**config.mk**
```make
export PLATFORM = sky130hd
export DESIGN_NAME = inst_fetch
export DESIGN_NICKNAME = d
export VERILOG_FILES = /design/src/hdl/cpu_pkg.sv /design/src/hdl/inst_fetch.sv
export SDC_FILE = /design/constraint.sdc
export NUM_CORES = 1
export LEC_CHECK = 0
export BUFFER_PORTS_ARGS = -buffer_cell sky130_fd_sc_hd__buf_2
export CAP_MARGIN = 20
export CORE_UTILIZATION = 42
export CTS_BUF_LIST = sky130_fd_sc_hd__clkbuf_4 sky130_fd_sc_hd__clkbuf_8
export DETAILED_ROUTE_END_ITERATION = 7
export PLACE_DENSITY = 0.72
export SKIP_LAST_GASP = 1
export SLEW_MARGIN = 25
export SYNTH_ARGS = -nofsm -noshare
export SYNTH_HDL_FRONTEND = slang
export SYNTH_SLANG_ARGS = --single-unit
```
**constraint.sdc**
```tcl
create_clock -name inst_selfdefine -period 4.9 [get_ports inst_selfdefine]
set_input_delay 0.49 -clock inst_selfdefine [delete_from_list [all_inputs] [get_ports inst_selfdefine]]
set_output_delay 0.49 -clock inst_selfdefine [all_outputs]
set_load 0.05 [all_outputs]
```
**src/hdl/cpu_pkg.sv**
```systemverilog
package cpu_pkg;

    // datapath widths
    localparam int xlen        = 64;
    localparam int inst_w      = 32;
    localparam int reg_index_w = 5;
    localparam int reg_count   = 32;
    localparam int shamt_w     = 6;

    // first fetch address after reset
    localparam logic [xlen-1:0] pc_start = 64'h0000_0000_8000_0000;

    // custom opcode that stops the core, x10 low byte is the trap code
    localparam logic [6:0] halt_opcode = 7'h6b;

    // major opcodes kept in this core
    typedef enum logic [6:0] {
        op_imm  = 7'h13,
        op_reg  = 7'h33,
        op_lui  = 7'h37,
        op_halt = halt_opcode
    } opcode_e;

    typedef enum logic [2:0] {
        alu_add,
        alu_sub,
        alu_and,
        alu_or,
        alu_xor,
        alu_slt,
        alu_sltu
    } alu_op_e;

    typedef enum logic [1:0] {
        shift_sll,
        shift_srl,
        shift_sra
    } shift_op_e;

    // write-back source
    typedef enum logic [1:0] {
        res_alu,
        res_shift,
        res_imm
    } result_sel_e;

endpackage

```
**src/hdl/inst_fetch.sv**
```systemverilog
module inst_fetch (
    input  logic                       inst_selfdefine,
    input  logic                       reset,
    input  logic                       if_ready,
    input  logic [cpu_pkg::inst_w-1:0] if_data_read,
    input  logic                       halt_taken,
    output logic                       if_valid,
    output logic [cpu_pkg::xlen-1:0]   if_addr,
    output logic [cpu_pkg::inst_w-1:0] inst,
    output logic                       inst_valid,
    output logic [cpu_pkg::xlen-1:0]   pc
);
    import cpu_pkg::*;

    typedef enum logic [1:0] {
        st_fetch,
        st_exec,
        st_halt
    } fetch_state_e;

    fetch_state_e    state;
    logic [xlen-1:0] pc_q;

    always_ff @(posedge inst_selfdefine) begin
        if (reset) begin
            state <= st_fetch;
            pc_q  <= pc_start;
        end else begin
            case (state)
                st_fetch: begin
                    if (if_ready) begin
                        state <= st_exec;
                    end
                end
                st_exec: begin
                    pc_q  <= pc_q + xlen'(4);
                    // halt parks the fetch side until reset
                    state <= halt_taken ? st_halt : st_fetch;
                end
                default: begin
                    state <= st_halt;
                end
            endcase
        end
    end

    // capture on the handshake edge
    always_ff @(posedge inst_selfdefine) begin
        if (if_valid && if_ready) begin
            inst <= if_data_read;
        end
    end

    assign if_valid   = state == st_fetch;
    assign inst_valid = state == st_exec;
    assign if_addr    = pc_q;
    assign pc         = pc_q;

endmodule

```
==> metrics.yaml <==
ir_drop_v: 0.0001307
n_antenna_cell: 0
p_per_area_nw_per_um2: 295.5
rsz0062_at_grt: "no"
pwr-share-clk: 0.362
drtIter0Drc: 249
cts.sinks: 96
tns_ps: 0
start_kind: "flop"
maxSlewViolCount: 0
worstSetupEndpointType: "flop"
internal_power_mw: 1.126
cts_hold_buf: 0
nets: 621
seq_area_um2: 2242
yosys.area.top_type: "dfxtp_1"
crit_chain: "and4_1 > and3_1 > nand3_2 > or4_1 > a21oi_1"
clockRootBuffer: "clkbuf_8"
hold_path_class: "input port to flop"
critical_path_required_ps: 5190
viasPerCell: 5.137
fin_ws_ps: 2264
post-place-ws_ps: 2291
power_frac_comb: 0.088
placed_area_um2: 5015
grt-ovfl-total: 0
die_x_um: 104.5
synth.distinct_cells: 35
worst-setup-path-type: "flop to flop"
yosysWarningCount: 0
max_stage_delay_ps: 640
hold_viol: 0
cts_tree: "yes"
fillers: 964
fin_area_um2: 5236
fin_total_pwr_mw: 1.547
htreeDepth: 3
skew_ps: 10.62
gp_congestion: 0.8173
antenna_found_initial: 0
avgSynthCellArea_um2: 9.672
power_frac_seq: 0.550
io_pins: 198
port_buffers: 193
ant_nets: 0
power.leakage_nw: 2.240
ctsResizeCount: 0
yosys-top-cells-area: "dfxtp_1 (29%), edfxtp_1 (22%), buf_4 (11%)"
layout_commonest_cell: "buf_2"
crit_buf_inv: 0
grt_pass1_vias: 3311
critPathTopFamily: "simple AND/OR/NAND/NOR gates"
arrival_ps: 2920
core_area_um2: 10230
post-route-drc-count: 0
start_util: 0.4311
dieArea_um2: 10920
status: "finished clean"
ys_seq_area_frac: 0.5084
setup_viol: 0
min_period_ps: 2636
fmax_mhz: 379.3
wire_per_inst_um: 13.89
clock_latency_ps: 360
synth_cells: 456
area_growth_syn_to_layout_pct: 18.72
drtPass1Iterations: 7
ys_ff_latch: 96
grt_max_degree: 65
slew-limit-headroom: 0.5630
postCtsSetupRepairBufs: 0
drive_gt1_frac: 0.3684
multiInputGateArea_um2: 1584
dp.cells: 709
row_count: 37
swShare: 0.2723
cts_buffer_depth: 2
layout_common_cells: "buf_2 (193), dfxtp_1 (64), nor2_1 (38), a21oi_1 (36), edfxtp_1 (32)"
synth_top_cell_area_share: 0.2905
cp_max_fo: 25
slowest_stage: "or4_1"
routed_wl_mm: 10.07
clk_pin_slew_ps: 110
fin_crit_sh: 0.5380
die_height_um: 104.5
layout.cells.non_filler: 725
post-dp-hpwl_mm: 7.306
numCtsBuffers: 9
via_count: 3724
maxCapViolCount: 0
syn-cell-area_um2: 4410
track_usage: 0.1787
tightest_slew_ps: 655.5
netSwitchingPower_mw: 0.4213
grt_pass1_wl_mm: 15.73
metal layers:
layer,track usage,up-vias,share of wire
met5,0,-,0
met4,0.09082,0,0.020
met3,0.02820,17,0.047
met2,0.3032,129,0.49
met1,0.2186,1760,0.44
li1,-,1818,-
area by class of cell:
cell class	count	share of cell area
clock buffer	9	0.02366
clock inverter	7	0.01864
inverter	8	0.005735
multi-input combinational	273	0.3025
sequential	96	0.4282
tap	136	0.03250
timing repair buffer	196	0.1888
worst paths after layout:
kind / from / cells after the start / end / slack, ps
max: if_addr[12] / 5 / if_addr[59] / 2260
min: if_data_read[23] / 1 / inst[23] / 290
max reg2reg: if_addr[12] / 5 / if_addr[59] / 2260
min reg2reg: if_addr[63] / 2 / if_addr[63] / 500
logic make-up after synthesis:
family | count (synthesis) | share of synthesized area
other cells | 1 | 0.0008502
buf+inv | 90 | 0.1350
flops | 96 | 0.5084
fa+ha+maj | 1 | 0.002836
compound gates | 71 | 0.08681
mux | 1 | 0.002270
xor+xnor | 26 | 0.05163
simple gates | 170 | 0.2122
Yosys cell counts:
| cell type | count |
|---|---|
| nor2b_1 | 2 |
| and3_1 | 5 |
| nand3_1 | 23 |
| buf_4 | 66 |
| a21oi_1 | 36 |
| and2_1 | 2 |
| and4_1 | 1 |
| nor4_4 | 1 |
| nand2b_1 | 1 |
| nand4_4 | 1 |
| o31ai_1 | 11 |
| or2_2 | 1 |
| o21ai_0 | 24 |
| nor3_1 | 5 |
| mux2i_1 | 1 |
| nand3b_1 | 1 |
| nand2_1 | 23 |
| edfxtp_1 | 32 |
| or3_1 | 26 |
| nand4b_1 | 1 |
| inv_1 | 8 |
| nand3_2 | 1 |
| nor4_1 | 5 |
| xnor2_1 | 10 |
| xor2_1 | 16 |
| or4_1 | 11 |
| ha_1 | 1 |
| buf_2 | 2 |
| conb_1 | 1 |
| nor4_2 | 1 |
| buf_6 | 1 |
| dfxtp_1 | 64 |
| nand4_1 | 21 |
| clkbuf_1 | 13 |
| nor2_1 | 38 |
sequential cells by signal, summed over array words and instances (netlist names):
register  cells
if_addr      62
inst         32
state         2
through the flow:
step,util,hold WS (ps)
global route,0.5118,261.7
global placement,0.4902,479.8
CTS,0.5118,270.4
detailed placement,0.4902,498.0
finish,0.5118,288.5
floorplan,-,484.5
power groups by stage:
stage	Clock [mW]	Sequential, mW	Combinational [mW]
detailed placement	0	0.869	0.136
floorplan	0	0.935	0.0376
global route	0.612	0.853	0.142
finish	0.561	0.851	0.136
CTS	0.578	0.851	0.137
global placement	0	0.869	0.135
worst reg2reg max path, delay by kind of cell, from the launching register on:
family	cells	cell delay (ps)
AOI/OAI and AO/OA	1	150
DFF	1	470
and+or+nand+nor	4	1950
(Power assumes the default switching activity.)
