File: src/hdl/cpu_pkg.sv
package cpu_pkg;

    // datapath widths
    localparam int xlen        = 64;
    localparam int inst_w      = 32;
    localparam int reg_index_w = 5;
    localparam int reg_count   = 32;
    localparam int shamt_w     = 6;

    // first fetch address after reset
    localparam logic [xlen-1:0] pc_start = 64'h0000_0000_8000_0000;

    // custom opcode that stops the core, x10 low byte is the trap code
    localparam logic [6:0] halt_opcode = 7'h6b;

    // major opcodes kept in this core
    typedef enum logic [6:0] {
        op_imm  = 7'h13,
        op_reg  = 7'h33,
        op_lui  = 7'h37,
        op_halt = halt_opcode
    } opcode_e;

    typedef enum logic [2:0] {
        alu_add,
        alu_sub,
        alu_and,
        alu_or,
        alu_xor,
        alu_slt,
        alu_sltu
    } alu_op_e;

    typedef enum logic [1:0] {
        shift_sll,
        shift_srl,
        shift_sra
    } shift_op_e;

    // write-back source
    typedef enum logic [1:0] {
        res_alu,
        res_shift,
        res_imm
    } result_sel_e;

endpackage

File: src/hdl/operand_regfile.sv
module operand_regfile (
    input  logic                            inst_selfdefine,
    input  logic                            reset,
    input  logic [cpu_pkg::reg_index_w-1:0] rs1_index,
    input  logic [cpu_pkg::reg_index_w-1:0] rs2_index,
    input  logic                            src_imm,
    input  logic [cpu_pkg::xlen-1:0]        imm_data,
    input  logic                            wr_en,
    input  logic [cpu_pkg::reg_index_w-1:0] wr_index,
    input  logic [cpu_pkg::xlen-1:0]        wr_data,
    output logic [cpu_pkg::xlen-1:0]        op_a,
    output logic [cpu_pkg::xlen-1:0]        op_b,
    output logic [cpu_pkg::xlen-1:0]        x10_data
);
    import cpu_pkg::*;

    logic [xlen-1:0] regs [reg_count];
    logic [xlen-1:0] rs1_data;
    logic [xlen-1:0] rs2_data;

    always_ff @(posedge inst_selfdefine) begin
        if (reset) begin
            for (int i = 0; i < reg_count; i++) begin
                regs[i] <= '0;
            end
        end else if (wr_en && wr_index != '0) begin
            regs[wr_index] <= wr_data;
        end
    end

    // x0 is hardwired to zero
    assign rs1_data = (rs1_index == '0) ? '0 : regs[rs1_index];
    assign rs2_data = (rs2_index == '0) ? '0 : regs[rs2_index];

    assign op_a = rs1_data;
    assign op_b = src_imm ? imm_data : rs2_data;

    // a0, source of the trap code
    assign x10_data = regs[10];

endmodule

File: config.mk
export PLATFORM = sky130hd
export DESIGN_NAME = operand_regfile
export DESIGN_NICKNAME = d
export VERILOG_FILES = /design/src/hdl/cpu_pkg.sv /design/src/hdl/operand_regfile.sv
export SDC_FILE = /design/constraint.sdc
export NUM_CORES = 2
export LEC_CHECK = 0
export BUFFER_PORTS_ARGS = -buffer_cell sky130_fd_sc_hd__buf_2
export CAP_MARGIN = 20
export CELL_PAD_IN_SITES_DETAIL_PLACEMENT = 0
export CELL_PAD_IN_SITES_GLOBAL_PLACEMENT = 1
export CORE_ASPECT_RATIO = 2
export CORE_MARGIN = 5
export CORE_UTILIZATION = 55
export CTS_CLUSTER_DIAMETER = 80
export DETAILED_ROUTE_END_ITERATION = 6
export PLACE_DENSITY_LB_ADDON = 0.2
export SLEW_MARGIN = 20
export SYNTH_ARGS = -nofsm -noshare
export SYNTH_HDL_FRONTEND = slang
export SYNTH_SLANG_ARGS = --single-unit
File: constraint.sdc
create_clock -name inst_selfdefine -period 5.8 [get_ports inst_selfdefine]
set_clock_uncertainty 0.1 [all_clocks]
set_input_delay 0.29 -clock inst_selfdefine [delete_from_list [all_inputs] [get_ports inst_selfdefine]]
set_output_delay 0.29 -clock inst_selfdefine [all_outputs]
set_load 0.005 [all_outputs]
==> out/results.tsv <==
stage	metric	value	unit
clock_network	Sink Count	2048	
drt	number of remaining DRC errors	5	
global_routing	M2 GR Usage	0.6401	
floorplan	Rows	230	
clock_network	clock slew at reported path FFs	0.07	ns
timing	unrepaired setup endpoints after global routing	false	
global_routing	remaining global-route overflow	0	
synthesis	Post-synth EDFFs	2048	
worst_setup_path	CP endpoint kind	output port	
floorplan	die area	206600	um2
placed_design	RePlAce Congestion	0.8891	
worst_setup_path	WP data arrival	3.59	ns
synthesis	Avg Cell Area, Syn	16.03	um2
worst_setup_path	Setup CP Type	primary input to output port	
placed_design	IO buf count	338	
cells_and_area	Biggest register	regs	
worst_setup_path	critical path startpoint category	primary input	
cells_and_area	Multi-input gate area	44190	um2
clock_network	total CTS buffers	191	
cells_and_area	Reg area	61500	um2
global_routing	first-pass GRT wire length	562500	um
clock_network	Root Buffer	clkbuf_16	
clock_network	H-tree lvl count	4	
cells_and_area	Fillers	14530	
cells_and_area	final layout net count	6995	
floorplan	die width	323.9	um
global_routing	GRT Max-Usage Layer	met2	
timing	TNS Setup	0	ns
drt	vias per inst	7.361	
clock_network	CTS Buffer Depth	4	
clock_network	post-cts sizing count	0	
cells_and_area	Largest regs	regs x2048	
cells_and_area	max reg flops	2048	
min_path	Tightest Hold Check Type	primary input to flip-flop	
timing	upper clock frequency limit	0.2515	GHz
drt	initial drt markers	10400	
drt	post-route ant nets	0	
cells_and_area	most frequent cells in the layout	edfxtp_1 (2048), and2_1 (1985), mux4_2 (1068), buf_2 (326), clkbuf_16 (193)	
placed_design	worst slack at placement	1.747	ns
synthesis	Mapped Cells	6759	
worst_setup_path	Worst path top cell family by delay	buffers and inverters	
flow_run	max-cap viol count	0	
floorplan	Die Height	637.8	um
worst_setup_path	Worst EP required	5.41	ns
synthesis	#FFs+latches synth	2048	
global_routing	initial antenna violation count	40	
clock_network	hold_buf cts	55	
clock_network	CTS tree	done	
timing	slew margin rel.	0.1297	
timing	Final Critical Period	3.977	ns
floorplan	Core Area	196300	um2
synthesis	synthesized cell area	108400	um2
outcome	status	finished, violations left	
drt	WL/cell	43.10	um
timing	Final Hold Vio Count	0	
power	PwrDens	288.2	nW/um2
global_routing	gr usage total	0.3962	
synthesis	yosys warns	0	
timing	Slew @ Worst Pin	1.305	ns
drt	drt pass-1 iters	7	
synthesis	Post-synth ARST share	0	
global_routing	GR met3 Demand/Resource	0.09106	
worst_setup_path	Max Fanout on Critical Path	29	
global_routing	largest net degree at the start of global routing	100	
clock_network	post-CTS setup buffers	0	
cells_and_area	most common cell after layout, fill and taps aside	edfxtp_1	
global_routing	vias in the first global route	72430	
worst_setup_path	Worst path slowest cell	buf_4	
worst_setup_path	crit-path cells	buf_4 > buf_4 > nor3_2 > a21o_2 > buf_4 > a211o_1 > a22oi_1 > buf_2	
cells_and_area	share of cells above drive strength 1	0.2907	
timing	Final Cycle Share	0.6856	
power	leakage	41.12	nW
outcome	failing checks	DRC	
timing	Final Slew Violations	0	
synthesis	ys flop type	edfxtp_1	
drt	Routed WL	412200	um
power	Worst VDD drop	0.3070	mV
worst_setup_path	slowest cell delay on critical path	0.59	ns
worst_setup_path	CP bufs+invs	4	
worst_setup_path	most frequent CP cell	buf_4	
floorplan	Top Ports	339	
synthesis	post-synthesis sequential area ratio	0.5674	
timing	endpoints failing setup	0	
cells_and_area	P&R area growth vs syn	10.11	%
global_routing	GR Util met1	0.4536	
drt	Vias	70410	
floorplan	Initial Util	0.5522	
placed_design	detailed placement HPWL	243400	um
synthesis	Synth cell types	44	
timing	crit path setup slack, layout	1.823	ns
power by group:
part           total (mW)  internal (mW)  switching (mW)
Combinational        4.55           1.93            2.62
Clock                12.3           6.59            5.67
Sequential           17.6           17.1           0.483
metrics by stage:
stage / util / total power, mW / hold WS (ns) / cell area [um2] / cells
finish: 0.6080 / 34.39 / 0.04522 / 119300 / 9564
detailed placement: 0.5755 / 22.31 / 0.6844 / 113000 / 9151
floorplan: - / 20.33 / 0.3882 / 108600 / 6822
global placement: 0.5751 / 22.17 / 0.6682 / 112900 / 9147
global route: 0.6077 / 35.11 / 0.04570 / 119300 / 9539
CTS: 0.6075 / 34.29 / 0.0009662 / 119200 / 9533
final timing paths:
| path | startpoint | endpoint | slack, ns | cells after the start |
|---|---|---|---|---|
| worst max-delay path | rs2_index[3] | op_b[17] | 1.82 | 8 |
| worst min-delay path | wr_data[54] | regs[8][54] | 0.05 | 2 |
cell usage after synthesis (33+ instances only):
master | n | area, um2
clkbuf_1 | 575 | 2158
buf_4 | 50 | 375.4
nand3_1 | 33 | 165.2
mux4_2 | 1068 | 24050
buf_1 | 36 | 135.1
nor2_1 | 35 | 131.4
edfxtp_1 | 2048 | 61500
mux2i_1 | 170 | 1702
o22ai_1 | 34 | 212.7
nand2_1 | 52 | 195.2
a22o_1 | 110 | 963.4
buf_2 | 106 | 530.5
mux2_2 | 77 | 867.1
and2_1 | 1986 | 12420
a211o_1 | 46 | 402.9
a22oi_1 | 74 | 555.5
layer usage:
metal,share of wire,vias to the layer above
met5,0.00026,-
met4,0.099,16
met3,0.11,1722
met2,0.48,5709
met1,0.31,36520
li1,-,26440
final cells by class:
class                      instances  share of cell area
timing repair buffer             611             0.03899
antenna                           30           0.0006291
clock inverter                   104            0.006532
tap                             2552             0.02676
clock buffer                     223             0.04142
multi-input combinational       3996              0.3703
sequential                      2048              0.5154
kinds of logic after synthesis:
kind of cell	synth area share
other cells	0.00003460
buf+inv	0.03066
flops	0.5674
mux	0.2456
simple gates	0.1244
compound gates	0.03181
(Power assumes the default switching activity.)
