## src/hdl/cpu_pkg.sv

```systemverilog
package cpu_pkg;

    // datapath widths
    localparam int xlen        = 64;
    localparam int inst_w      = 32;
    localparam int reg_index_w = 5;
    localparam int reg_count   = 32;
    localparam int shamt_w     = 6;

    // first fetch address after reset
    localparam logic [xlen-1:0] pc_start = 64'h0000_0000_8000_0000;

    // custom opcode that stops the core, x10 low byte is the trap code
    localparam logic [6:0] halt_opcode = 7'h6b;

    // major opcodes kept in this core
    typedef enum logic [6:0] {
        op_imm  = 7'h13,
        op_reg  = 7'h33,
        op_lui  = 7'h37,
        op_halt = halt_opcode
    } opcode_e;

    typedef enum logic [2:0] {
        alu_add,
        alu_sub,
        alu_and,
        alu_or,
        alu_xor,
        alu_slt,
        alu_sltu
    } alu_op_e;

    typedef enum logic [1:0] {
        shift_sll,
        shift_srl,
        shift_sra
    } shift_op_e;

    // write-back source
    typedef enum logic [1:0] {
        res_alu,
        res_shift,
        res_imm
    } result_sel_e;

endpackage

```

## src/hdl/alu_unit.sv

```systemverilog
module alu_unit (
    input  logic [cpu_pkg::xlen-1:0] op_a,
    input  logic [cpu_pkg::xlen-1:0] op_b,
    input  cpu_pkg::alu_op_e         alu_op,
    output logic [cpu_pkg::xlen-1:0] alu_res
);
    import cpu_pkg::*;

    logic lt_signed;
    logic lt_unsigned;

    assign lt_signed   = $signed(op_a) < $signed(op_b);
    assign lt_unsigned = op_a < op_b;

    always_comb begin
        case (alu_op)
            alu_add: begin
                alu_res = op_a + op_b;
            end
            alu_sub: begin
                alu_res = op_a - op_b;
            end
            alu_and: begin
                alu_res = op_a & op_b;
            end
            alu_or: begin
                alu_res = op_a | op_b;
            end
            alu_xor: begin
                alu_res = op_a ^ op_b;
            end
            alu_slt: begin
                alu_res = {{(xlen-1){1'b0}}, lt_signed};
            end
            alu_sltu: begin
                alu_res = {{(xlen-1){1'b0}}, lt_unsigned};
            end
            default: begin
                alu_res = '0;
            end
        endcase
    end

endmodule

```

## config.mk

```make
export PLATFORM = sky130hd
export DESIGN_NAME = alu_unit
export DESIGN_NICKNAME = d
export VERILOG_FILES = /design/src/hdl/cpu_pkg.sv /design/src/hdl/alu_unit.sv
export SDC_FILE = /design/constraint.sdc
export NUM_CORES = 1
export LEC_CHECK = 0
export ABC_CLOCK_PERIOD_IN_PS = 4400
export BUFFER_PORTS_ARGS = -buffer_cell sky130_fd_sc_hd__clkbuf_2
export CORE_MARGIN = 10
export CORE_UTILIZATION = 58
export DETAILED_ROUTE_END_ITERATION = 12
export PLACE_DENSITY = 0.92
export REMOVE_ABC_BUFFERS = 1
export SLEW_MARGIN = 5
export SYNTH_ARGS = -nofsm -noshare
export SYNTH_HDL_FRONTEND = slang
export SYNTH_SLANG_ARGS = --single-unit
```

## constraint.sdc

```tcl
create_clock -name vclk -period 4.4
set_clock_uncertainty 0.1 [all_clocks]
set_input_delay 0.66 -clock vclk [all_inputs]
set_output_delay 0.66 -clock vclk [all_outputs]
set_load 0.02 [all_outputs]
```

==> tab_implementation.tex, run 1 <==
\begin{tabular}{lr}
\hline
Metric & Value \\
\hline
\multicolumn{2}{l}{\textbf{Outcome}} \\
\quad Status & aborted with a tool error \\
\quad Stage at which the flow ended & global routing (5\_1\_grt) \\
\quad Error that ended the run & [ERROR GRT-0232] Routing congestion too high. Check the congestion heatmap in the GUI. \\
\multicolumn{2}{l}{\textbf{Place}} \\
\quad Placed insts & 2536 \\
\quad HPWL after detailed placement & 44.91 mm \\
\quad Placer Congestion & 1.167 \\
\quad Quantity of I/O buffers inserted on ports & 195 \\
\multicolumn{2}{l}{\textbf{GRT}} \\
\quad Overflow left after global routing & 665 \\
\quad GR Util All Layers & 0.8787 \\
\quad Pin count of the biggest net entering global routing & 67 \\
\multicolumn{2}{l}{\textbf{Logic synthesis}} \\
\quad Synthesized-area fraction occupied by xor and xnor cells & 0.02358 \\
\quad Sequential fraction of the synthesis area & 0 \\
\quad Post-synth top area cell & sky130\_fd\_sc\_hd\_\_ha\_1 \\
\quad Count of unique library cells instantiated by Yosys & 90 \\
\quad Area fraction of the dominant cell type after synthesis & 0.2185 \\
\quad Simple-gate share of the synthesized area & 0.2158 \\
\quad Multiplexer share of the synthesized area & 0.01804 \\
\quad Synthesized area per cell & 6.392 um2 \\
\quad Netlist area before placement & 11510 um2 \\
\quad Arithmetic-cell share of the synthesized area counting full adders, half adders and majority gates & 0.2219 \\
\quad Cell count after synthesis & 1801 \\
\quad Total number of yosys warnings & 0 \\
\quad Ranking of synthesized cells by area & sky130\_fd\_sc\_hd\_\_ha\_1 22\%, sky130\_fd\_sc\_hd\_\_a21oi\_1 8.8\%, sky130\_fd\_sc\_hd\_\_inv\_1 6.8\% \\
\quad Compound-Gate Fraction of Synth Area & 0.4101 \\
\quad Combinational family with the most area after synthesis & compound AO/OA/AOI/OAI gates \\
\multicolumn{2}{l}{\textbf{CTS}} \\
\quad Hold Buf Count CTS & 0 \\
\multicolumn{2}{l}{\textbf{Floorplanning}} \\
\quad Num rows & 51 \\
\quad Effective utilization at floorplan & 0.5896 \\
\quad Top Ports & 195 \\
\quad Die outline width & 160.9 um \\
\quad Chip height & 160.9 um \\
\hline
\end{tabular}
[cells by family after synthesis]
logic type,after synthesis
compound gates,707
xor+xnor,31
fa+ha+maj,203
buf+inv,331
mux,19
simple gates,510
[stage by stage]
| stage | TNS [ns] | setup slack (ns) | instance area (um2) |
|---|---|---|---|
| after global placement | -7.317 | -0.4147 | 15300 |
| after detailed placement | -13.79 | -0.6246 | 15300 |
| after floorplan | -0.07608 | -0.05165 | 11040 |
| after CTS | -1.883 | -0.1666 | 16340 |
[layer usage]
metal | GRT overflow | global-route usage
met5 | 4 | 0.5878
met4 | 167 | 0.8879
met3 | 68 | 0.8453
met2 | 354 | 0.9788
met1 | 72 | 0.8373
[cell usage after synthesis, types with 14 or more instances]
library cell / instances
sky130_fd_sc_hd__a21o_1: 30
sky130_fd_sc_hd__inv_1: 208
sky130_fd_sc_hd__a21oi_1: 202
sky130_fd_sc_hd__nor3_1: 43
sky130_fd_sc_hd__o21bai_1: 37
sky130_fd_sc_hd__o21ai_0: 115
sky130_fd_sc_hd__nand3_1: 40
sky130_fd_sc_hd__nand2_1: 130
sky130_fd_sc_hd__a211oi_1: 20
sky130_fd_sc_hd__nor2_1: 141
sky130_fd_sc_hd__nor4_1: 30
sky130_fd_sc_hd__a31oi_1: 28
sky130_fd_sc_hd__o22ai_1: 26
sky130_fd_sc_hd__o31ai_1: 31
sky130_fd_sc_hd__o21a_1: 19
sky130_fd_sc_hd__mux2i_1: 14
sky130_fd_sc_hd__o211ai_1: 48
sky130_fd_sc_hd__ha_1: 201
sky130_fd_sc_hd__nor2b_1: 15
sky130_fd_sc_hd__clkbuf_1: 89
sky130_fd_sc_hd__xnor2_1: 30
sky130_fd_sc_hd__o221ai_1: 14
sky130_fd_sc_hd__nand4_1: 28
[repair_timing]
action | 4_1_cts
gates resized for setup | 179
endpoints found under the setup margin | 45
setup buffers | 23
pin swaps | 67
==> run 2: changes to the inputs <==
CORE_UTILIZATION = 40   (was 58)
PLACE_DENSITY = default   (was 0.92)
PLACE_DENSITY_LB_ADDON = 0.15   (was default)
==> run 2 against run 1 <==
  * The flow now finishes, with violations (setup timing)
  * Synthesized area is the same
  * Synthesized cell count unchanged
==> tab_implementation.tex, run 2 <==
\begin{tabular}{lr}
\hline
Metric & Value \\
\hline
\multicolumn{2}{l}{\textbf{Final layout}} \\
\quad Fill cell total of the finished layout & 2644 \\
\quad Seq Cell Count & 0 \\
\quad Storage element area & 0 um2 \\
\quad Top library cells by usage in the layout, fill and taps aside & 542 x sky130\_fd\_sc\_hd\_\_buf\_4, 171 x sky130\_fd\_sc\_hd\_\_inv\_1, 168 x sky130\_fd\_sc\_hd\_\_a21oi\_1, 160 x sky130\_fd\_sc\_hd\_\_ha\_1, 139 x sky130\_fd\_sc\_hd\_\_clkbuf\_2 \\
\quad Area of the multi-input gates & 11920 um2 \\
\quad \# nets final & 2765 \\
\quad Synthesis-to-layout area growth & 62.53\% \\
\quad Clock buffers & 0 \\
\quad Fraction of final layout cells with drive strength greater than 1 & 0.4273 \\
\quad Total non-filler cell area in the finished layout & 18710 um2 \\
\quad Most common library cell in the layout ignoring fill and taps & sky130\_fd\_sc\_hd\_\_buf\_4 \\
\multicolumn{2}{l}{\textbf{Place}} \\
\quad HPWL after detailed placement & 46.48 mm (+3.5\%) \\
\quad Instance area at placement & 16290 um2 (+6.5\%) \\
\quad Quantity of I/O buffers inserted on ports & 195 (unchanged) \\
\quad Placer Congestion & 1.035 (-11\%) \\
\multicolumn{2}{l}{\textbf{Floorplanning}} \\
\quad Top Ports & 195 (unchanged) \\
\quad Chip height & 189.7 um (+18\%) \\
\quad Full die area & 35970 um2 \\
\quad Core box area & 28550 um2 \\
\quad Num rows & 62 (+22\%) \\
\quad Effective utilization at floorplan & 0.4033 (-0.1863) \\
\quad Die outline width & 189.7 um (+18\%) \\
\multicolumn{2}{l}{\textbf{Critical path}} \\
\quad Data required time of the worst path & 3.64 ns \\
\quad Startpoint-to-endpoint class of the critical path & primary input to primary output \\
\quad Crit path capture type & primary output \\
\quad Crit path buf inv count & 5 \\
\quad Highest cell delay on the worst timing path & 0.57 ns \\
\quad Cell type group with the largest total delay on the critical path & compound AO/OA/AOI/OAI gates \\
\quad CP max-delay cell & sky130\_fd\_sc\_hd\_\_or4\_4 \\
\quad Arrival time of the worst setup path & 3.77 ns \\
\quad Crit path max fanout & 3 \\
\quad Crit-path cells & buf\_6, inv\_4, ha\_4, or4\_4, buf\_6, nor4\_4, buf\_4, o211ai\_1, o211a\_4, and2\_4, o211ai\_1, a21oi\_2, a221o\_1, a221o\_1, clkbuf\_8 \\
\quad Critical path launch point type & primary input \\
\multicolumn{2}{l}{\textbf{GRT}} \\
\quad Met2 GRT Util & 0.5065 \\
\quad Overflow left after global routing & 0 \\
\quad Initial antenna violation count & 0 \\
\quad Met1 layer usage reported by global route & 0.3969 \\
\quad Vias in the first global route & 16.49k \\
\quad Most Crowded Layer GR & met2 \\
\quad Global-route wire length before repair & 90.26 mm \\
\quad GR Util All Layers & 0.3034 \\
\quad Pin count of the biggest net entering global routing & 62 \\
\quad Met3 track utilization from global routing & 0.04101 \\
\multicolumn{2}{l}{\textbf{CTS}} \\
\quad Hold Buf Count CTS & 0 (unchanged) \\
\multicolumn{2}{l}{\textbf{Logic synthesis}} \\
\quad Most frequent cell after synthesis & sky130\_fd\_sc\_hd\_\_inv\_1 \\
\quad Count of unique library cells instantiated by Yosys & 90 (unchanged) \\
\quad Ranking of synthesized cells by area & sky130\_fd\_sc\_hd\_\_ha\_1 22\%, sky130\_fd\_sc\_hd\_\_a21oi\_1 8.8\%, sky130\_fd\_sc\_hd\_\_inv\_1 6.8\% \\
\quad Synthesized area per cell & 6.392 um2 (unchanged) \\
\quad Netlist area before placement & 11510 um2 (unchanged) \\
\quad Cell count after synthesis & 1801 (unchanged) \\
\quad Post-synth top area cell & sky130\_fd\_sc\_hd\_\_ha\_1 \\
\quad Total number of yosys warnings & 0 (unchanged) \\
\quad Synth cell count leaders & 208 x sky130\_fd\_sc\_hd\_\_inv\_1, 202 x sky130\_fd\_sc\_hd\_\_a21oi\_1, 201 x sky130\_fd\_sc\_hd\_\_ha\_1 \\
\quad Area fraction of the dominant cell type after synthesis & 0.2185 (unchanged) \\
\quad Sequential fraction of the synthesis area & 0 (unchanged) \\
\multicolumn{2}{l}{\textbf{STA}} \\
\quad Count of endpoints failing setup in the final report & 17 \\
\quad Fin. Hold Viols & 0 \\
\quad Fmax & 220.9 MHz \\
\quad Unrepaired setup endpoints after global routing & true \\
\quad Final Cycle Share & 1.029 \\
\quad Worst-case headroom to the max-slew limit & 0.4096 \\
\quad TNS Setup & -0.9448 ns \\
\quad Slew of the pin with the lowest slew margin & 0.8824 ns \\
\quad Tmin final & 4.527 ns \\
\quad Min setup slack post-route & -0.1268 ns \\
\quad Max-slew violation count & 0 \\
\multicolumn{2}{l}{\textbf{Outcome}} \\
\quad Status & finished, violations left \\
\quad Violations in the final reports & setup timing \\
\multicolumn{2}{l}{\textbf{Job}} \\
\quad Max-cap viol count & 0 \\
\multicolumn{2}{l}{\textbf{Routing}} \\
\quad TritonRoute pass-1 iters & 6 \\
\quad Number of remaining DRC errors & 0 \\
\quad Antenna violation net count after detailed routing & 0 \\
\quad Wire length per cell after detailed routing & 21.13 um \\
\quad Total routed wirelength & 59.47 mm \\
\quad Violation count after the first detailed-routing iteration & 1738 \\
\quad Via count & 16.99k \\
\quad Via density per instance & 6.039 \\
\multicolumn{2}{l}{\textbf{Hold path}} \\
\quad Hold Path Class & primary input to primary output \\
\hline
\end{tabular}
## run 2: timing repair
item                       CTS  global route
setup endpoints to repair   46            44
pin swaps                  101            93
buffers inserted            29            27
gates cloned                 0             0
resized for setup          251           239
## run 2: final timing paths
check             depth (start not counted)  startpoint  slack, ns           to
setup / recovery                         15    op_a[17]      -0.13  alu_res[39]
hold / removal                            7     op_a[6]       1.84   alu_res[6]
## run 2: through the flow
step | utilization | std cells | worst slack, ns | hold WS [ns]
2_1_floorplan | - | 1684 | -0.05165 | 1.349
3_3_place_gp | 0.5707 | 2767 | -0.5906 | 1.819
3_5_place_dp | 0.5707 | 2767 | -0.5341 | 1.830
4_1_cts | 0.6182 | 2790 | -0.09013 | 1.836
5_1_grt | 0.6553 | 2813 | -0.2299 | 1.876
6_report | 0.6554 | 2814 | -0.1268 | 1.836
## run 2: logic make-up after synthesis
kind of cell | share of synthesized area
mux | 0.01804
compound gates | 0.4101
buf+inv | 0.1105
fa+ha+maj | 0.2219
xor+xnor | 0.02358
simple gates | 0.2158
## run 2: cell type report
cell class | count | area share
Antenna cell | 1 | 0.0001337
Timing Repair Buffer | 745 | 0.2924
Tap cell | 384 | 0.02568
Inverter | 214 | 0.04460
Multi-Input combinational cell | 1470 | 0.6372
## run 2: layer usage
layer / up-vias / part of all wire / wire, um
met4: 0 / 0.035 / 2052
met1: 8077 / 0.42 / 24720
met2: 928 / 0.46 / 27330
met5: - / 0 / 0
met3: 154 / 0.090 / 5370
li1: 7835 / - / -
