### src/hdl/cpu_pkg.sv
package cpu_pkg;

    // datapath widths
    localparam int xlen        = 64;
    localparam int inst_w      = 32;
    localparam int reg_index_w = 5;
    localparam int reg_count   = 32;
    localparam int shamt_w     = 6;

    // first fetch address after reset
    localparam logic [xlen-1:0] pc_start = 64'h0000_0000_8000_0000;

    // custom opcode that stops the core, x10 low byte is the trap code
    localparam logic [6:0] halt_opcode = 7'h6b;

    // major opcodes kept in this core
    typedef enum logic [6:0] {
        op_imm  = 7'h13,
        op_reg  = 7'h33,
        op_lui  = 7'h37,
        op_halt = halt_opcode
    } opcode_e;

    typedef enum logic [2:0] {
        alu_add,
        alu_sub,
        alu_and,
        alu_or,
        alu_xor,
        alu_slt,
        alu_sltu
    } alu_op_e;

    typedef enum logic [1:0] {
        shift_sll,
        shift_srl,
        shift_sra
    } shift_op_e;

    // write-back source
    typedef enum logic [1:0] {
        res_alu,
        res_shift,
        res_imm
    } result_sel_e;

endpackage

### src/hdl/commit_stage.sv
module commit_stage (
    input  logic                            inst_selfdefine,
    input  logic                            reset,
    input  logic                            inst_valid,
    input  logic [cpu_pkg::xlen-1:0]        pc,
    input  logic [cpu_pkg::reg_index_w-1:0] rd_index,
    input  logic                            rd_en,
    input  cpu_pkg::result_sel_e            result_sel,
    input  logic [cpu_pkg::xlen-1:0]        alu_res,
    input  logic [cpu_pkg::xlen-1:0]        shift_res,
    input  logic [cpu_pkg::xlen-1:0]        imm_data,
    input  logic                            halt,
    input  logic [cpu_pkg::xlen-1:0]        x10_data,
    output logic                            wr_en,
    output logic [cpu_pkg::reg_index_w-1:0] wr_index,
    output logic [cpu_pkg::xlen-1:0]        wr_data,
    output logic                            halt_taken,
    output logic                            cmt_valid,
    output logic [cpu_pkg::xlen-1:0]        cmt_pc,
    output logic [cpu_pkg::reg_index_w-1:0] cmt_wdest,
    output logic                            cmt_wen,
    output logic [cpu_pkg::xlen-1:0]        cmt_wdata,
    output logic                            halted,
    output logic [7:0]                      trap_code
);
    import cpu_pkg::*;

    always_comb begin
        case (result_sel)
            res_shift: wr_data = shift_res;
            res_imm:   wr_data = imm_data;
            default:   wr_data = alu_res;
        endcase
    end

    // rd_en already excludes x0 and illegal words
    assign wr_en      = inst_valid & rd_en;
    assign wr_index   = rd_index;
    assign halt_taken = inst_valid & halt;

    always_ff @(posedge inst_selfdefine) begin
        if (reset) begin
            cmt_valid <= 1'b0;
            halted    <= 1'b0;
            trap_code <= '0;
        end else begin
            cmt_valid <= inst_valid;
            if (halt_taken) begin
                halted    <= 1'b1;
                trap_code <= x10_data[7:0];
            end
        end
    end

    // commit record, one cycle behind execute
    always_ff @(posedge inst_selfdefine) begin
        if (inst_valid) begin
            cmt_pc    <= pc;
            cmt_wdest <= rd_index;
            cmt_wen   <= wr_en;
            cmt_wdata <= wr_data;
        end
    end

endmodule

### config.mk
export PLATFORM = sky130hd
export DESIGN_NAME = commit_stage
export DESIGN_NICKNAME = d
export VERILOG_FILES = /design/src/hdl/cpu_pkg.sv /design/src/hdl/commit_stage.sv
export SDC_FILE = /design/constraint.sdc
export NUM_CORES = 1
export LEC_CHECK = 0
export ABC_AREA = 0
export BUFFER_PORTS_ARGS = -buffer_cell sky130_fd_sc_hd__clkbuf_2
export CORE_AREA = 2 2 215 217
export DETAILED_ROUTE_END_ITERATION = 16
export DIE_AREA = 0 0 217 219
export SLEW_MARGIN = 10
export SYNTH_ARGS = -nofsm -noshare
export SYNTH_HDL_FRONTEND = slang
export SYNTH_SLANG_ARGS = --single-unit
export TNS_END_PERCENT = 1
### constraint.sdc
create_clock -name inst_selfdefine -period 1.7 [get_ports inst_selfdefine]
set_input_delay 0.34 -clock inst_selfdefine [delete_from_list [all_inputs] [get_ports inst_selfdefine]]
set_output_delay 0.34 -clock inst_selfdefine [all_outputs]
set_load 0.01 [all_outputs]
==> results.ini, run 1 <==
[setup_path]
path_cells=buf_6 -> buf_4 -> ha_4 -> buf_12 -> buf_4 -> a22oi_2 -> o21ai_4 -> buf_2
path_common_cell=buf_4
critical-path-top-delay-family=buffers and inverters
r2r-end=trap_code[0]$_SDFFE_PP0P_
slowest_delay_ns=0.18
crit_fanout=14
worstSetupStartpointType=primary input
crit_type=in2out
cpMaxStageDelayCell=a22oi_2
crit_end=wr_data[34]
required_ns=1.36
cp_num_cells=8
rr_startpoint=trap_code[0]$_SDFFE_PP0P_
reg2reg_depth=2
end_kind=output pin
path_buf_inv=5
critPathArrivalTime_ns=1.47
ff2ff_setup_slack_ns=0.95
crit_start=result_sel[0]

[floorplan]
die_h_um=219
start_util_pct=14.1
io_pins=547
num_rows=78
die_area_um2=47500
die_x_um=217
core_um2=45100

[sta]
rsz0062_at_grt=yes
worst_pin_slew_ns=0.313
slew_headroom_pct=79.1
finalSetupViolations=48
fin_skew_ns=0
post-route-min-period_ns=1.81
final_max_slew_viol_count=0
hold_ws_ns=0.0447
setup_slack_ns=-0.107
timing.fmax_ghz=0.553
hold_viol_final=0
setup_tns_ns=-2.44
finalCritPeriodShare_pct=106

[global_routing]
grt_pass1_vias=5923
grt-busiest-layer=met2
grt_util_met3_pct=3.35
use_met2_pct=16.8
grt_use_met1_pct=10.9
antenna_found_initial=0
grt_overflow=0
track_usage_pct=9.96
grt_max_degree=44
grt_pass1_wl_um=33900

[clock_network]
ctsLongestPathBuffers=2
clkTransAtPathRegs_ns=0.07
cts_buffers=17
tritoncts_num_sinks=144
cts_tree=built
cts-root-buf=clkbuf_16
h-tree-depth=4
clk_latency_ns=0.46

[synth]
synthesis.nets=741
seq_area_frac_synth_pct=66.3
synth_cell_type_count=21
synthCells=407
async_flop_share_pct=0
avgSynthCellArea_um2=15.7
synth_area_um2=6370
synth_edf_count=134
synth-seq-cells=144
yosys_warnings=0
ys.flop_type=edfxtp_1

[min_path]
holdCritPathClass=in2reg

[power_and_ir_drop]
p_sw_share_pct=29.1
finalPower_mw=10.6
leakage_nw=4.99
power_density_nw_per_um2=945
ir_drop_mv=0.665
clkPwrFrac_pct=36.1
p_sw_mw=3.08
combPwrFrac_pct=22.8
internal-power_mw=7.50
p_seq_share_pct=41.1

[run_status]
violations=setup timing
status=complete, but fails checks

[final_layout]
fin_area_um2=11200
synthToLayoutAreaGrowth_pct=75.8
final_cell_mix=clkbuf_2 (452), edfxtp_1 (134), buf_4 (82)
fin_cells=1615
diodes=0
final_common_cell=clkbuf_2
drive_above_1_share_pct=77.6
fin_nets=1336

[route]
routedWlPerCell_um=15.2
first_pass_iters=6
vias_per_cell=3.59
ant_nets=0
drc_errors=0
drtIter0Drc=164
num_vias=5805
drt_wl_total_um=24600

[placed_design]
dpl_cell_area_um2=10200
place_hpwl_um=20200
dp.cells=1568
portBuffers=490
gp_congestion=0.860

[flow_run]
cap_violations=0

## power groups by stage
stage                     combinational, mW  clock [mW]  sequential (mW)
after detailed placement               2.30           0             4.44
after CTS                              2.44        4.01             4.36
after floorplan                       0.717           0             4.59
after global placement                 2.28           0             4.42
after global routing                   2.60        4.13             4.38
final                                  2.42        3.82             4.35
## what timing repair did
action                                  CTS  global route
endpoints found under the setup margin   64            64
gates cloned                              1             0
resized for setup                        42            47
hold endpoints to repair                 11             0
hold buffers                             11             0
pin swaps                                24             5
setup buffers                             3             0
## metrics by stage
step	utilization, %	worst slack [ns]
global route	24.8	-0.145
floorplan	-	0.174
global placement	22.7	-0.165
CTS	24.8	-0.113
detailed placement	22.7	-0.148
finish	24.8	-0.107
## synthesized netlist by cell type, types with 3 or more instances
| cell type | count | share of area (%) |
|---|---|---|
| buf_4 | 16 | 1.9 |
| o21ai_1 | 3 | 0.24 |
| a22oi_1 | 4 | 0.47 |
| o21ai_2 | 60 | 8.2 |
| edfxtp_1 | 134 | 63 |
| buf_6 | 7 | 1.2 |
| buf_2 | 8 | 0.63 |
| nand3_1 | 8 | 0.63 |
| a22oi_2 | 60 | 12 |
| buf_12 | 6 | 1.9 |
| a21bo_2 | 8 | 1.3 |
| nand2_1 | 64 | 3.8 |
| a21oi_1 | 9 | 0.71 |
| dfxtp_1 | 10 | 3.1 |
## cells by family after synthesis
group | Yosys count | share of synthesized area (%)
AND/OR/NAND/NOR | 76 | 4.75
buffers and inverters | 40 | 5.81
flip-flops | 144 | 66.3
adder cells (fa/ha/maj) | 2 | 0.393
AO/OA/AOI/OAI | 145 | 22.8
## metal layers
layer | wire length (um) | up-vias
li1 | - | 2772
met3 | 1990 | 36
met5 | 0 | -
met4 | 746 | 0
met1 | 9670 | 2696
met2 | 12200 | 301
## cell type report
cell class / count / area, um2
tap: 600 / 751
clock buffer: 17 / 425
clock inverter: 15 / 168
sequential: 144 / 4220
inverter: 2 / 7.51
fill: 4784 / 33900
timing repair buffer: 614 / 3720
multi-input combinational: 223 / 1910
## sequential cells by signal (all words and copies together), names as in the netlist
signal	count
cmt_wen	1
halted	1
cmt_wdest	5
cmt_pc	64
trap_code	8
cmt_valid	1
cmt_wdata	64
## how the worst min path moves through the flow
stage | to | slack [ns] | from | cells past startpoint
after CTS | cmt_pc[39]$_DFFE_PP_ | 0.0004 | pc[39] | 1
after global routing | cmt_pc[9]$_DFFE_PP_ | 0.01 | pc[9] | 1
final | cmt_pc[16]$_DFFE_PP_ | 0.04 | pc[16] | 1
after global placement | halted$_SDFFE_PP0P_ | 0.46 | halted$_SDFFE_PP0P_ | 2
after floorplan | cmt_pc[0]$_DFFE_PP_ | 0.44 | pc[0] | 0
after detailed placement | halted$_SDFFE_PP0P_ | 0.49 | halted$_SDFFE_PP0P_ | 2
## worst register-to-register path: cells and delay by family, from the launching register on
| family | cells | cell delay (ns) |
|---|---|---|
| flops | 1 | 0.33 |
| compound gates | 2 | 0.35 |
No activity file was read; power rests on OpenSTA's default activity.
==> inputs of run 2 (changes only) <==
- ABC_AREA: 0 -> 1
- CTS_CLUSTER_SIZE: not set -> 20
==> results.ini, run 2 <==
[run_status]
status=complete, but fails checks
violations=setup timing

[global_routing]
grt_max_degree=43  ; -2.3%
grt_pass1_vias=6459  ; +9.0%
grt_pass1_wl_um=36300  ; +7.0%
antenna_found_initial=2  ; +2
grt_overflow=0  ; unchanged
track_usage_pct=10.6  ; +0.61 points
grt_use_met1_pct=11.2  ; +0.33 points
grt-busiest-layer=met2
grt_util_met3_pct=4.16  ; +0.80 points
use_met2_pct=18.5  ; +1.7 points

[synth]
ys_top_cells_by_area=edfxtp_1 (65%), nand2_1 (23%), dfxtp_1 (3.2%)
async_flop_share_pct=0  ; unchanged
yosysMostFrequentCell=nand2_1
yosys_warnings=0  ; unchanged
synth_cell_type_count=11  ; -48%
avgSynthCellArea_um2=10.1  ; -36%
netlist_top_cells_count=nand2_1 (379), edfxtp_1 (134), nand2_2 (23)
synth_area_um2=6210  ; -2.6%
seq_area_frac_synth_pct=68.1  ; +1.8 points
synth-seq-cells=144  ; unchanged
synthesis.nets=949  ; +28%
yosysTopAreaCell=edfxtp_1
synth_edf_count=134  ; unchanged
synth_top_area_share_pct=64.8  ; +1.7 points
ys.flop_type=edfxtp_1
synthCells=615  ; +51%

[sta]
final_max_slew_viol_count=0  ; unchanged
worst_pin_slew_ns=0.312  ; -0.000859 ns
slew_headroom_pct=79.2  ; about the same
finalCritPeriodShare_pct=103  ; -3.3 points
timing.fmax_ghz=0.571  ; +3.2%
setup_slack_ns=-0.0522  ; +0.0553 ns
fin_skew_ns=0  ; unchanged
setup_tns_ns=-1.53  ; +0.911 ns
hold_viol_final=0  ; unchanged
post-route-min-period_ns=1.75  ; -0.0553 ns
hold_ws_ns=0.0558  ; +0.0111 ns
rsz0062_at_grt=yes
finalSetupViolations=62  ; +29%

[flow_run]
cap_violations=0  ; unchanged

[final_layout]
fin_nets=1527  ; +14%
synthToLayoutAreaGrowth_pct=80.5
reg_top3=cmt_pc: 64 flops, cmt_wdata: 64 flops, trap_code: 8 flops
diodes=0  ; unchanged
utilization_pct=24.8  ; about the same
drive_above_1_share_pct=56.3  ; -21 points
final_common_cell=clkbuf_2
fin_area_um2=11200  ; about the same
fin_cells=1806  ; +12%
final_cell_mix=clkbuf_2 (446), nand2_1 (326), edfxtp_1 (134)

[placed_design]
dp.cells=1731  ; +10%
place_hpwl_um=19600  ; -2.9%
place_ws_ns=-0.183  ; -0.0350 ns
gp_congestion=0.873  ; +1.4%
portBuffers=490  ; unchanged
dpl_cell_area_um2=9740  ; -4.9%

[route]
first_pass_iters=4  ; -2
vias_per_cell=3.66  ; +1.9%
drc_errors=0  ; unchanged
num_vias=6613  ; +14%
drtIter0Drc=345  ; +110%
routedWlPerCell_um=15.6  ; +2.5%
drt_wl_total_um=28200  ; +15%
ant_nets=0  ; unchanged

[power_and_ir_drop]
leakage_nw=5.65  ; +13%
ir_drop_mv=0.618  ; -7.0%
power_density_nw_per_um2=932  ; -1.3%
finalPower_mw=10.4  ; -1.4%

[clock_network]
cts-root-buf=clkbuf_16
ctsLongestPathBuffers=2  ; unchanged
clk_latency_ns=0.46  ; about the same
cts_buffers=17  ; unchanged
h-tree-depth=4  ; unchanged
cts_tree=built
tritoncts_num_sinks=144  ; unchanged
clkTransAtPathRegs_ns=0.07  ; about the same

[floorplan]
die_area_um2=47500  ; unchanged
num_rows=78  ; unchanged
die_x_um=217  ; unchanged
core_um2=45100  ; unchanged
start_util_pct=13.8  ; -0.37 points
io_pins=547  ; unchanged
die_h_um=219  ; unchanged

[setup_path]
critical-path-top-delay-family=buffers and inverters
crit_type=in2out
required_ns=1.36  ; about the same
crit_fanout=17  ; +3
cpMaxStageDelayCell=ha_4
critPathArrivalTime_ns=1.41  ; -0.06 ns
end_kind=output pin
path_buf_inv=5  ; unchanged
worstSetupStartpointType=primary input
slowest_delay_ns=0.32  ; +0.14 ns
path_cells=clkbuf_8 -> inv_4 -> ha_4 -> clkinv_8 -> buf_12 -> nand2_1 -> nand2_2 -> buf_2

[min_path]
holdCritPathClass=in2reg

[run 2: report_power, final]
part | leakage [nW] | internal [mW] | total, mW | switching, mW
combinational | 3.97 | 1.07 | 2.34 | 1.27
sequential | 1.39 | 4.26 | 4.36 | 0.101
clock | 0.296 | 2.09 | 3.74 | 1.65
[run 2: layout make-up]
type / instances / area [um2]
Sequential cell: 144 / 4220
Multi-Input combinational cell: 423 / 1830
Inverter: 15 / 73.8
Timing Repair Buffer: 592 / 3740
Fill cell: 4858 / 33900
Clock buffer: 19 / 475
Clock inverter: 13 / 110
Tap cell: 600 / 751
[run 2: per-layer routing]
layer | up-vias | share of wire (%)
li1 | 3131 | -
met1 | 3043 | 38
met2 | 394 | 49
met3 | 43 | 11
met4 | 2 | 2.5
met5 | - | 0.046
[run 2: cells by family (layout without fill, tap and decap cells)]
family / count (synthesis) / in the layout / share of synthesized area (%)
buffers and inverters: 48 / 639 / 5.14
flip-flops: 144 / 144 / 68.1
adder cells (fa/ha/maj): 2 / 2 / 0.403
AND/OR/NAND/NOR: 421 / 421 / 26.4
[run 2: what timing repair did]
item / 4_1_cts / 5_1_grt
cloned: 4 / 8
gates resized for setup: 35 / 98
setup endpoints to repair: 64 / 64
setup buffers: 2 / 6
hold buffers: 26 / 0
pin swaps: 8 / 4
hold endpoints to repair: 26 / 0
[run 2: worst paths after layout]
check,start,to,slack (ns),cells past startpoint
max,result_sel[0],wr_data[61],-0.05,8
min,pc[40],cmt_pc[40]$_DFFE_PP_,0.06,1
max reg2reg,trap_code[1]$_SDFFE_PP0P_,trap_code[1]$_SDFFE_PP0P_,1.06,4
min reg2reg,halted$_SDFFE_PP0P_,halted$_SDFFE_PP0P_,0.48,2
